[src/hdl/nird_pkg.sv]
package nird_pkg;

    // frame geometry.
    localparam int IMG_COLS = 16;
    localparam int IMG_ROWS = 16;

    // window and sampling geometry.
    localparam int WIN      = 5;
    localparam int WIN_AREA = WIN * WIN;
    localparam int WIN_CTR  = WIN / 2;
    localparam int R_IN     = 1;
    localparam int R_OUT    = 2;

    localparam int NUM_NEIGH = 8;

    // unit steps per direction, k * 45 degrees, row grows downwards.
    localparam int DIR_DR [NUM_NEIGH] = '{0, -1, -1, -1, 0, 1, 1, 1};
    localparam int DIR_DC [NUM_NEIGH] = '{1, 1, 0, -1, -1, -1, 0, 1};

    // riu2 code constants.
    localparam int MAX_TRANS       = 2;
    localparam int NONUNIFORM_CODE = 9;

    typedef logic [7:0] pixel_t;
    typedef logic [$clog2(IMG_COLS)-1:0] col_t;
    typedef logic [$clog2(IMG_ROWS)-1:0] row_t;

    // wide enough for 25 * 255.
    typedef logic [12:0] sum_t;

    // bit k is direction k * 45 degrees.
    typedef logic [NUM_NEIGH-1:0] pattern_t;

    typedef logic [3:0] code_t;

    // row 0 oldest, column WIN-1 newest.
    typedef pixel_t [WIN-1:0][WIN-1:0] window_t;

endpackage

[src/hdl/pixel_if.sv]
`timescale 1ns/1ns

interface pixel_if;

    logic                valid;
    nird_pkg::pixel_t    pixel;
    nird_pkg::col_t      col;
    // window above and left of this pixel is complete.
    logic                full;
    logic                last;

    modport scan (
        output valid,
        output pixel,
        output col,
        output full,
        output last
    );

    modport store (
        input valid,
        input pixel,
        input col,
        input full,
        input last
    );

endinterface

[src/hdl/pattern_if.sv]
`timescale 1ns/1ns

interface pattern_if;

    logic                 valid;
    nird_pkg::pattern_t   rd_pat;
    nird_pkg::pattern_t   ni_pat;
    // pattern of the frame's final window.
    logic                 last;

    modport enc (
        output valid,
        output rd_pat,
        output ni_pat,
        output last
    );

    modport map (
        input valid,
        input rd_pat,
        input ni_pat,
        input last
    );

endinterface

[src/hdl/pixel_scan.sv]
`timescale 1ns/1ns

module pixel_scan (
    input  logic              clk,
    input  logic              arst_n_i,
    input  nird_pkg::pixel_t  pixel_i,
    input  logic              pixel_valid_i,
    pixel_if.scan             px
);

    nird_pkg::col_t col_q;
    nird_pkg::row_t row_q;
    logic           col_end;
    logic           row_end;

    assign col_end = (col_q == nird_pkg::col_t'(nird_pkg::IMG_COLS - 1));
    assign row_end = (row_q == nird_pkg::row_t'(nird_pkg::IMG_ROWS - 1));

    // raster position of the next pixel.
    always_ff @(posedge clk or negedge arst_n_i) begin
        if (!arst_n_i) begin
            col_q <= '0;
            row_q <= '0;
        end else if (pixel_valid_i) begin
            if (col_end) begin
                col_q <= '0;
                row_q <= row_end ? '0 : row_q + 1'b1;
            end else begin
                col_q <= col_q + 1'b1;
            end
        end
    end

    always_ff @(posedge clk or negedge arst_n_i) begin
        if (!arst_n_i) begin
            px.valid <= 1'b0;
            px.col   <= '0;
            px.full  <= 1'b0;
            px.last  <= 1'b0;
        end else begin
            px.valid <= pixel_valid_i;
            if (pixel_valid_i) begin
                px.col  <= col_q;
                px.full <= (row_q >= nird_pkg::row_t'(nird_pkg::WIN - 1)) &&
                           (col_q >= nird_pkg::col_t'(nird_pkg::WIN - 1));
                px.last <= row_end && col_end;
            end
        end
    end

    always_ff @(posedge clk) begin
        if (pixel_valid_i) begin
            px.pixel <= pixel_i;
        end
    end

    // strobe must be known once out of reset.
    a_valid_known: assert property (
        @(posedge clk) disable iff (!arst_n_i) !$isunknown(pixel_valid_i)
    );

endmodule

[src/hdl/line_window.sv]
`timescale 1ns/1ns

module line_window (
    input  logic               clk,
    input  logic               arst_n_i,
    pixel_if.store             px,
    output logic               win_valid_o,
    output nird_pkg::window_t  win_o,
    output logic               win_last_o
);

    // line_mem[0] is four rows back, line_mem[WIN-2] the row just above.
    nird_pkg::pixel_t line_mem [nird_pkg::WIN-1][nird_pkg::IMG_COLS];

    // column entering the window, oldest row first.
    nird_pkg::pixel_t new_col [nird_pkg::WIN];

    always_comb begin
        for (int r = 0; r < nird_pkg::WIN - 1; r++) begin
            new_col[r] = line_mem[r][px.col];
        end
        new_col[nird_pkg::WIN-1] = px.pixel;
    end

    // each row moves up one line at this column.
    always_ff @(posedge clk) begin
        if (px.valid) begin
            for (int r = 0; r < nird_pkg::WIN - 1; r++) begin
                line_mem[r][px.col] <= new_col[r+1];
            end
        end
    end

    // shift left and append the new column.
    always_ff @(posedge clk) begin
        if (px.valid) begin
            for (int r = 0; r < nird_pkg::WIN; r++) begin
                for (int c = 0; c < nird_pkg::WIN - 1; c++) begin
                    win_o[r][c] <= win_o[r][c+1];
                end
                win_o[r][nird_pkg::WIN-1] <= new_col[r];
            end
        end
    end

    always_ff @(posedge clk or negedge arst_n_i) begin
        if (!arst_n_i) begin
            win_valid_o <= 1'b0;
            win_last_o  <= 1'b0;
        end else begin
            win_valid_o <= px.valid && px.full;
            win_last_o  <= px.valid && px.last;
        end
    end

    // the frame's last pixel always closes a window.
    a_last_is_full: assert property (
        @(posedge clk) disable iff (!arst_n_i)
        px.valid && px.last |-> px.full
    );

endmodule

[src/hdl/nird_encode.sv]
`timescale 1ns/1ns

module nird_encode (
    input  logic               clk,
    input  logic               arst_n_i,
    input  logic               win_valid_i,
    input  nird_pkg::window_t  win_i,
    input  logic               win_last_i,
    pattern_if.enc             pat
);

    nird_pkg::sum_t   patch_sum;
    nird_pkg::sum_t   sum_q;
    nird_pkg::pixel_t outer_q [nird_pkg::NUM_NEIGH];
    nird_pkg::pixel_t inner_q [nird_pkg::NUM_NEIGH];
    logic             valid_q;
    logic             last_q;

    // full 5x5 patch sum.
    always_comb begin
        patch_sum = '0;
        for (int r = 0; r < nird_pkg::WIN; r++) begin
            for (int c = 0; c < nird_pkg::WIN; c++) begin
                patch_sum += nird_pkg::sum_t'(win_i[r][c]);
            end
        end
    end

    // stage one, samples at whole pixel positions.
    always_ff @(posedge clk) begin
        if (win_valid_i) begin
            sum_q <= patch_sum;
            for (int k = 0; k < nird_pkg::NUM_NEIGH; k++) begin
                outer_q[k] <= win_i[nird_pkg::WIN_CTR + nird_pkg::R_OUT * nird_pkg::DIR_DR[k]]
                                   [nird_pkg::WIN_CTR + nird_pkg::R_OUT * nird_pkg::DIR_DC[k]];
                inner_q[k] <= win_i[nird_pkg::WIN_CTR + nird_pkg::R_IN * nird_pkg::DIR_DR[k]]
                                   [nird_pkg::WIN_CTR + nird_pkg::R_IN * nird_pkg::DIR_DC[k]];
            end
        end
    end

    always_ff @(posedge clk or negedge arst_n_i) begin
        if (!arst_n_i) begin
            valid_q <= 1'b0;
            last_q  <= 1'b0;
        end else begin
            valid_q <= win_valid_i;
            last_q  <= win_valid_i && win_last_i;
        end
    end

    // stage two. mean test as sample * 25 >= sum.
    always_ff @(posedge clk) begin
        if (valid_q) begin
            for (int k = 0; k < nird_pkg::NUM_NEIGH; k++) begin
                pat.rd_pat[k] <= (outer_q[k] >= inner_q[k]);
                pat.ni_pat[k] <= (nird_pkg::sum_t'(outer_q[k]) *
                                  nird_pkg::sum_t'(nird_pkg::WIN_AREA)) >= sum_q;
            end
        end
    end

    always_ff @(posedge clk or negedge arst_n_i) begin
        if (!arst_n_i) begin
            pat.valid <= 1'b0;
            pat.last  <= 1'b0;
        end else begin
            pat.valid <= valid_q;
            pat.last  <= valid_q && last_q;
        end
    end

endmodule

[src/hdl/riu2_map.sv]
`timescale 1ns/1ns

module riu2_map (
    input  logic             clk,
    input  logic             arst_n_i,
    pattern_if.map           pat,
    output nird_pkg::code_t  rd_o,
    output nird_pkg::code_t  ni_o,
    output logic             code_valid_o,
    output logic             frame_done_o
);

    // ones count if uniform, else the non-uniform code.
    function automatic nird_pkg::code_t riu2(input nird_pkg::pattern_t p);
        int trans;
        int ones;
        trans = 0;
        ones  = 0;
        for (int k = 0; k < nird_pkg::NUM_NEIGH; k++) begin
            // circular neighbour, bit 7 wraps to bit 0.
            trans += int'(p[k] != p[(k + 1) % nird_pkg::NUM_NEIGH]);
            ones  += int'(p[k]);
        end
        if (trans <= nird_pkg::MAX_TRANS) begin
            return nird_pkg::code_t'(ones);
        end
        return nird_pkg::code_t'(nird_pkg::NONUNIFORM_CODE);
    endfunction

    always_ff @(posedge clk) begin
        if (pat.valid) begin
            rd_o <= riu2(pat.rd_pat);
            ni_o <= riu2(pat.ni_pat);
        end
    end

    always_ff @(posedge clk or negedge arst_n_i) begin
        if (!arst_n_i) begin
            code_valid_o <= 1'b0;
            frame_done_o <= 1'b0;
        end else begin
            code_valid_o <= pat.valid;
            frame_done_o <= pat.valid && pat.last;
        end
    end

    // patterns must be known when strobed.
    a_pattern_known: assert property (
        @(posedge clk) disable iff (!arst_n_i)
        pat.valid |-> !$isunknown({pat.rd_pat, pat.ni_pat, pat.last})
    );

endmodule

[src/hdl/nird_top.sv]
`timescale 1ns/1ns

module nird_top (
    input  logic              clk,
    input  logic              arst_n_i,
    input  nird_pkg::pixel_t  pixel_i,
    input  logic              pixel_valid_i,
    output nird_pkg::code_t   rd_o,
    output nird_pkg::code_t   ni_o,
    output logic              code_valid_o,
    output logic              frame_done_o
);

    pixel_if   px_if ();
    pattern_if pat_if ();

    logic               win_valid;
    nird_pkg::window_t  win;
    logic               win_last;

    // raster scan.
    pixel_scan i_pixel_scan (
        .clk           (clk),
        .arst_n_i      (arst_n_i),
        .pixel_i       (pixel_i),
        .pixel_valid_i (pixel_valid_i),
        .px            (px_if.scan)
    );

    // line store and 5x5 window.
    line_window i_line_window (
        .clk         (clk),
        .arst_n_i    (arst_n_i),
        .px          (px_if.store),
        .win_valid_o (win_valid),
        .win_o       (win),
        .win_last_o  (win_last)
    );

    // RD and NI patterns.
    nird_encode i_nird_encode (
        .clk         (clk),
        .arst_n_i    (arst_n_i),
        .win_valid_i (win_valid),
        .win_i       (win),
        .win_last_i  (win_last),
        .pat         (pat_if.enc)
    );

    riu2_map i_riu2_map (
        .clk          (clk),
        .arst_n_i     (arst_n_i),
        .pat          (pat_if.map),
        .rd_o         (rd_o),
        .ni_o         (ni_o),
        .code_valid_o (code_valid_o),
        .frame_done_o (frame_done_o)
    );

endmodule

[config.mk]
export PLATFORM = sky130hd
export DESIGN_NAME = nird_top
export DESIGN_NICKNAME = d
export VERILOG_FILES = /design/src/hdl/nird_pkg.sv /design/src/hdl/pixel_if.sv /design/src/hdl/pattern_if.sv /design/src/hdl/pixel_scan.sv /design/src/hdl/line_window.sv /design/src/hdl/nird_encode.sv /design/src/hdl/riu2_map.sv /design/src/hdl/nird_top.sv
export SDC_FILE = /design/constraint.sdc
export NUM_CORES = 1
export LEC_CHECK = 0
export ABC_CLOCK_PERIOD_IN_PS = 7400
export BUFFER_PORTS_ARGS = -buffer_cell sky130_fd_sc_hd__buf_2
export CELL_PAD_IN_SITES_DETAIL_PLACEMENT = 0
export CELL_PAD_IN_SITES_GLOBAL_PLACEMENT = 2
export CORE_MARGIN = 5
export CORE_UTILIZATION = 46
export CTS_BUF_LIST = sky130_fd_sc_hd__clkbuf_4 sky130_fd_sc_hd__clkbuf_8
export DETAILED_ROUTE_END_ITERATION = 12
export PLACE_DENSITY = 0.86
export SLEW_MARGIN = 25
export SYNTH_ARGS = -nofsm -noshare
export SYNTH_HDL_FRONTEND = slang
export SYNTH_SLANG_ARGS = --single-unit
export TNS_END_PERCENT = 20
[constraint.sdc]
create_clock -name clk -period 7.4 [get_ports clk]
set_input_delay 1.11 -clock clk [delete_from_list [all_inputs] [get_ports clk]]
set_output_delay 1.11 -clock clk [all_outputs]
set_load 0.05 [all_outputs]
==> flow_metrics.py <==
metrics = {
    "status": {
        "outcome": "finished clean",
    },
    "final_layout": {
        "n_fill_cell": 8017,
        "design_area_mm2": 0.0510,
        "fin_nets": 3597,
        "most-common-layout-cells": "edfxtp_1 (885), ha_1 (443), inv_1 (424), fa_1 (213), mux4_2 (160)",
        "final_common_cell": "edfxtp_1",
        "area_growth_pct": 10.7,
        "layout-drive-gt1-share_pct": 15.6,
    },
    "floorplanning": {
        "pin_count": 21,
        "die_area_mm2": 0.107,
        "die_h_um": 326,
        "row_count": 116,
        "initial_utilization_pct": 46.2,
        "die_x_um": 326,
        "coreArea_mm2": 0.0997,
    },
    "setup_path": {
        "cp_max_fo": 4,
        "required_ps": 7940,
        "path_delay_family": "adder cells",
        "crit_start": "i_line_window.win_o[8]",
        "crit_top_cell": "fa_1",
        "cp-end-kind": "flop",
        "reg2reg_from": "i_line_window.win_o[8]",
        "crit_path_cell_trace": "ha_1 -> inv_1 -> fa_1 -> nor2b_1 -> o21ai_0 -> a21oi_1 -> a211oi_1 -> xnor2_1 -> fa_1 -> inv_1 -> fa_1 -> fa_1 -> fa_1 -> fa_1 -> fa_1 -> fa_1 -> inv_1 -> ha_1 -> a21oi_1 -> o21ai_0 -> a31oi_1 -> o21ai_0",
        "worst_ep_arrival_time_ps": 7410,
        "slowest_delay_ps": 540,
        "path_buf_inv": 3,
        "crit_path_start_kind": "flop",
        "slowest_stage": "fa_1",
        "path_class": "reg -> reg",
    },
    "timing": {
        "setup-violations-final": 0,
        "setup_slack_ps": 538,
        "whs_ps": 343,
        "skew_ps": 42.5,
        "hold_viol": 0,
        "tightest_slew_ps": 1040,
        "slew_viol_final": 0,
        "fin_crit_sh_pct": 92.7,
        "period_minus_slack_ps": 6860,
        "slew_headroom_pct": 30.8,
        "max_freq_ghz": 0.146,
        "setup_tns_ps": 0,
        "rsz0062_at_grt": "no",
    },
    "drt": {
        "routedWlPerCell_um": 22.4,
        "via_per_inst": 5.36,
        "antenna_left": 0,
        "first_pass_iters": 5,
        "drc": 0,
        "routed_wl_um": 97000,
        "via_count": 23250,
        "drt_iter0_drc": 1509,
    },
    "logic_synthesis": {
        "syn_inst": 2773,
        "yosysWarnings": 0,
        "avgSynthCellArea_um2": 16.6,
        "synthTopCellsByArea": "edfxtp_1 (58%), ha_1 (12%), fa_1 (9.3%)",
        "synthArstFlopShare_pct": 2.53,
        "yosysSeqAreaShare_pct": 59.0,
        "synth_area_mm2": 0.0460,
        "yosysTopAreaCellShare_pct": 57.7,
        "synth-seq-cells": 908,
        "synthFlopType": "edfxtp_1",
        "ys_types": 50,
        "synth_edf_count": 885,
        "synth.net_count": 3440,
        "yosysTopAreaCell": "edfxtp_1",
    },
    "placement": {
        "numPortBuffers": 20,
        "place_ws_ps": 571,
        "place_congestion": 0.810,
        "dpl_cell_area_mm2": 0.0479,
        "dp_hpwl_um": 66700,
    },
    "grt": {
        "grt_use_total_pct": 18.5,
        "grt_pass1_wl_um": 148000,
        "antenna_found_initial": 3,
        "grt_pass1_vias": 24757,
        "grt_max_degree": 79,
        "overflow": 0,
    },
    "clock_tree": {
        "clk_latency_ps": 800,
        "cts_buffer_depth": 3,
        "post_cts_buffers": 0,
        "tritoncts": "done",
        "cts_made_buffers": 144,
        "cts_resized": 0,
        "cts_hold_buf": 0,
        "htreeDepth": 4,
        "cts_num_sinks": 908,
        "clkTransAtPathRegs_ps": 60,
        "clockRootBuffer": "clkbuf_8",
    },
    "run": {
        "maxCapViolations": 0,
    },
    "min_path": {
        "hold_class": "in -> async",
    },
}
[registers in the layout (all words and copies together), names as in the netlist, 4 cells and up]
register,flops
i_line_window.line_mem,512
i_line_window.win_o,200
i_nird_encode.inner_q,64
i_nird_encode.outer_q,64
i_nird_encode.sum_q,13
i_nird_encode.pat.ni_pat,8
i_nird_encode.pat.rd_pat,8
i_pixel_scan.px.pixel,8
i_pixel_scan.col_q,4
i_pixel_scan.px.col,4
i_pixel_scan.row_q,4
i_riu2_map.ni_o,4
i_riu2_map.rd_o,4
[routing by layer]
metal  up-vias  wire length [um]  global-route usage, %
met4         2              2350                   5.39
met5         -                64                  0.498
met3       144              5390                   3.70
li1      10596                 -                      -
met1     11907             40200                   24.2
met2       601             49000                   31.7
[area by class of cell]
class	instances	area, um^2	share of cell area [%]
Tap cell	1298	1620	3.19
Inverter	425	1600	3.13
Antenna cell	2	5.00	0.00982
Multi-Input combinational cell	1401	17200	33.7
Clock inverter	65	664	1.30
Timing Repair Buffer	50	363	0.712
Clock buffer	190	2360	4.63
Sequential cell	908	27200	53.3
[worst register-to-register path, stage by stage (launching register included)]
cell      delay (ps)
edfxtp_1         400
ha_1             230
inv_1             90
fa_1             220
nor2b_1           60
o21ai_0          230
a21oi_1          140
a211oi_1         280
xnor2_1          130
fa_1             490
inv_1             50
fa_1             460
fa_1             510
fa_1             520
fa_1             510
fa_1             510
fa_1             540
inv_1             40
ha_1             340
a21oi_1          230
o21ai_0          210
a31oi_1          290
o21ai_0          120
[final timing paths]
path | cells after the start | endpoint | slack, ps
min | 1 | i_pixel_scan.col_q[1] | 340
min in group clk | 1 | i_nird_encode.pat.last | 450
min reg2reg | 1 | i_nird_encode.pat.last | 450
max in group asynchronous | 1 | i_line_window.win_valid_o | 6530
max reg2reg | 22 | i_nird_encode.sum_q[12] | 540
max | 22 | i_nird_encode.sum_q[12] | 540
[kinds of logic (layout without fill, tap and decap cells)]
group | count (synthesis) | after routing | synth area share (%)
simple gates | 236 | 236 | 2.51
fa+ha+maj | 656 | 656 | 21.3
mux | 164 | 164 | 7.92
flops | 908 | 908 | 59.0
buf+inv | 464 | 730 | 3.95
other cells | 0 | 2 | 0
xor+xnor | 96 | 96 | 1.83
compound gates | 249 | 249 | 3.54
[per-stage QoR]
step	utilization, %	cells
final	51.1	4339
after global routing	51.1	4337
after CTS	51.1	4334
after detailed placement	48.0	4079
after global placement	48.0	4079
after floorplan	-	2773
[cell usage after synthesis (3+ instances only)]
| library cell | instances |
|---|---|
| o211ai_1 | 8 |
| o2111ai_1 | 5 |
| buf_2 | 13 |
| a21oi_1 | 63 |
| clkbuf_1 | 18 |
| o41ai_1 | 7 |
| ha_1 | 443 |
| nand2b_1 | 21 |
| mux2_2 | 3 |
| a221o_1 | 4 |
| o21a_1 | 4 |
| or2_2 | 4 |
| nor3_1 | 22 |
| dfrtp_1 | 23 |
| edfxtp_1 | 885 |
| and2_1 | 5 |
| a41o_1 | 5 |
| or3_1 | 6 |
| a31oi_1 | 10 |
| inv_1 | 424 |
| nor2_1 | 59 |
| a211oi_1 | 10 |
| mux4_2 | 160 |
| and3_1 | 8 |
| fa_1 | 213 |
| xnor2_1 | 72 |
| o21ai_0 | 47 |
| a21o_1 | 52 |
| and4_1 | 5 |
| buf_8 | 4 |
| o21bai_1 | 17 |
| nand3_1 | 34 |
| nor2b_1 | 9 |
| nand2_1 | 48 |
| a221oi_1 | 4 |
| o22ai_1 | 4 |
| nand4_1 | 11 |
| xor2_1 | 24 |
| nor4_1 | 3 |
Power is left out: the tool's default activity adds up to more than one toggle a clock period on the data nets, which glitch-free logic cannot reach.
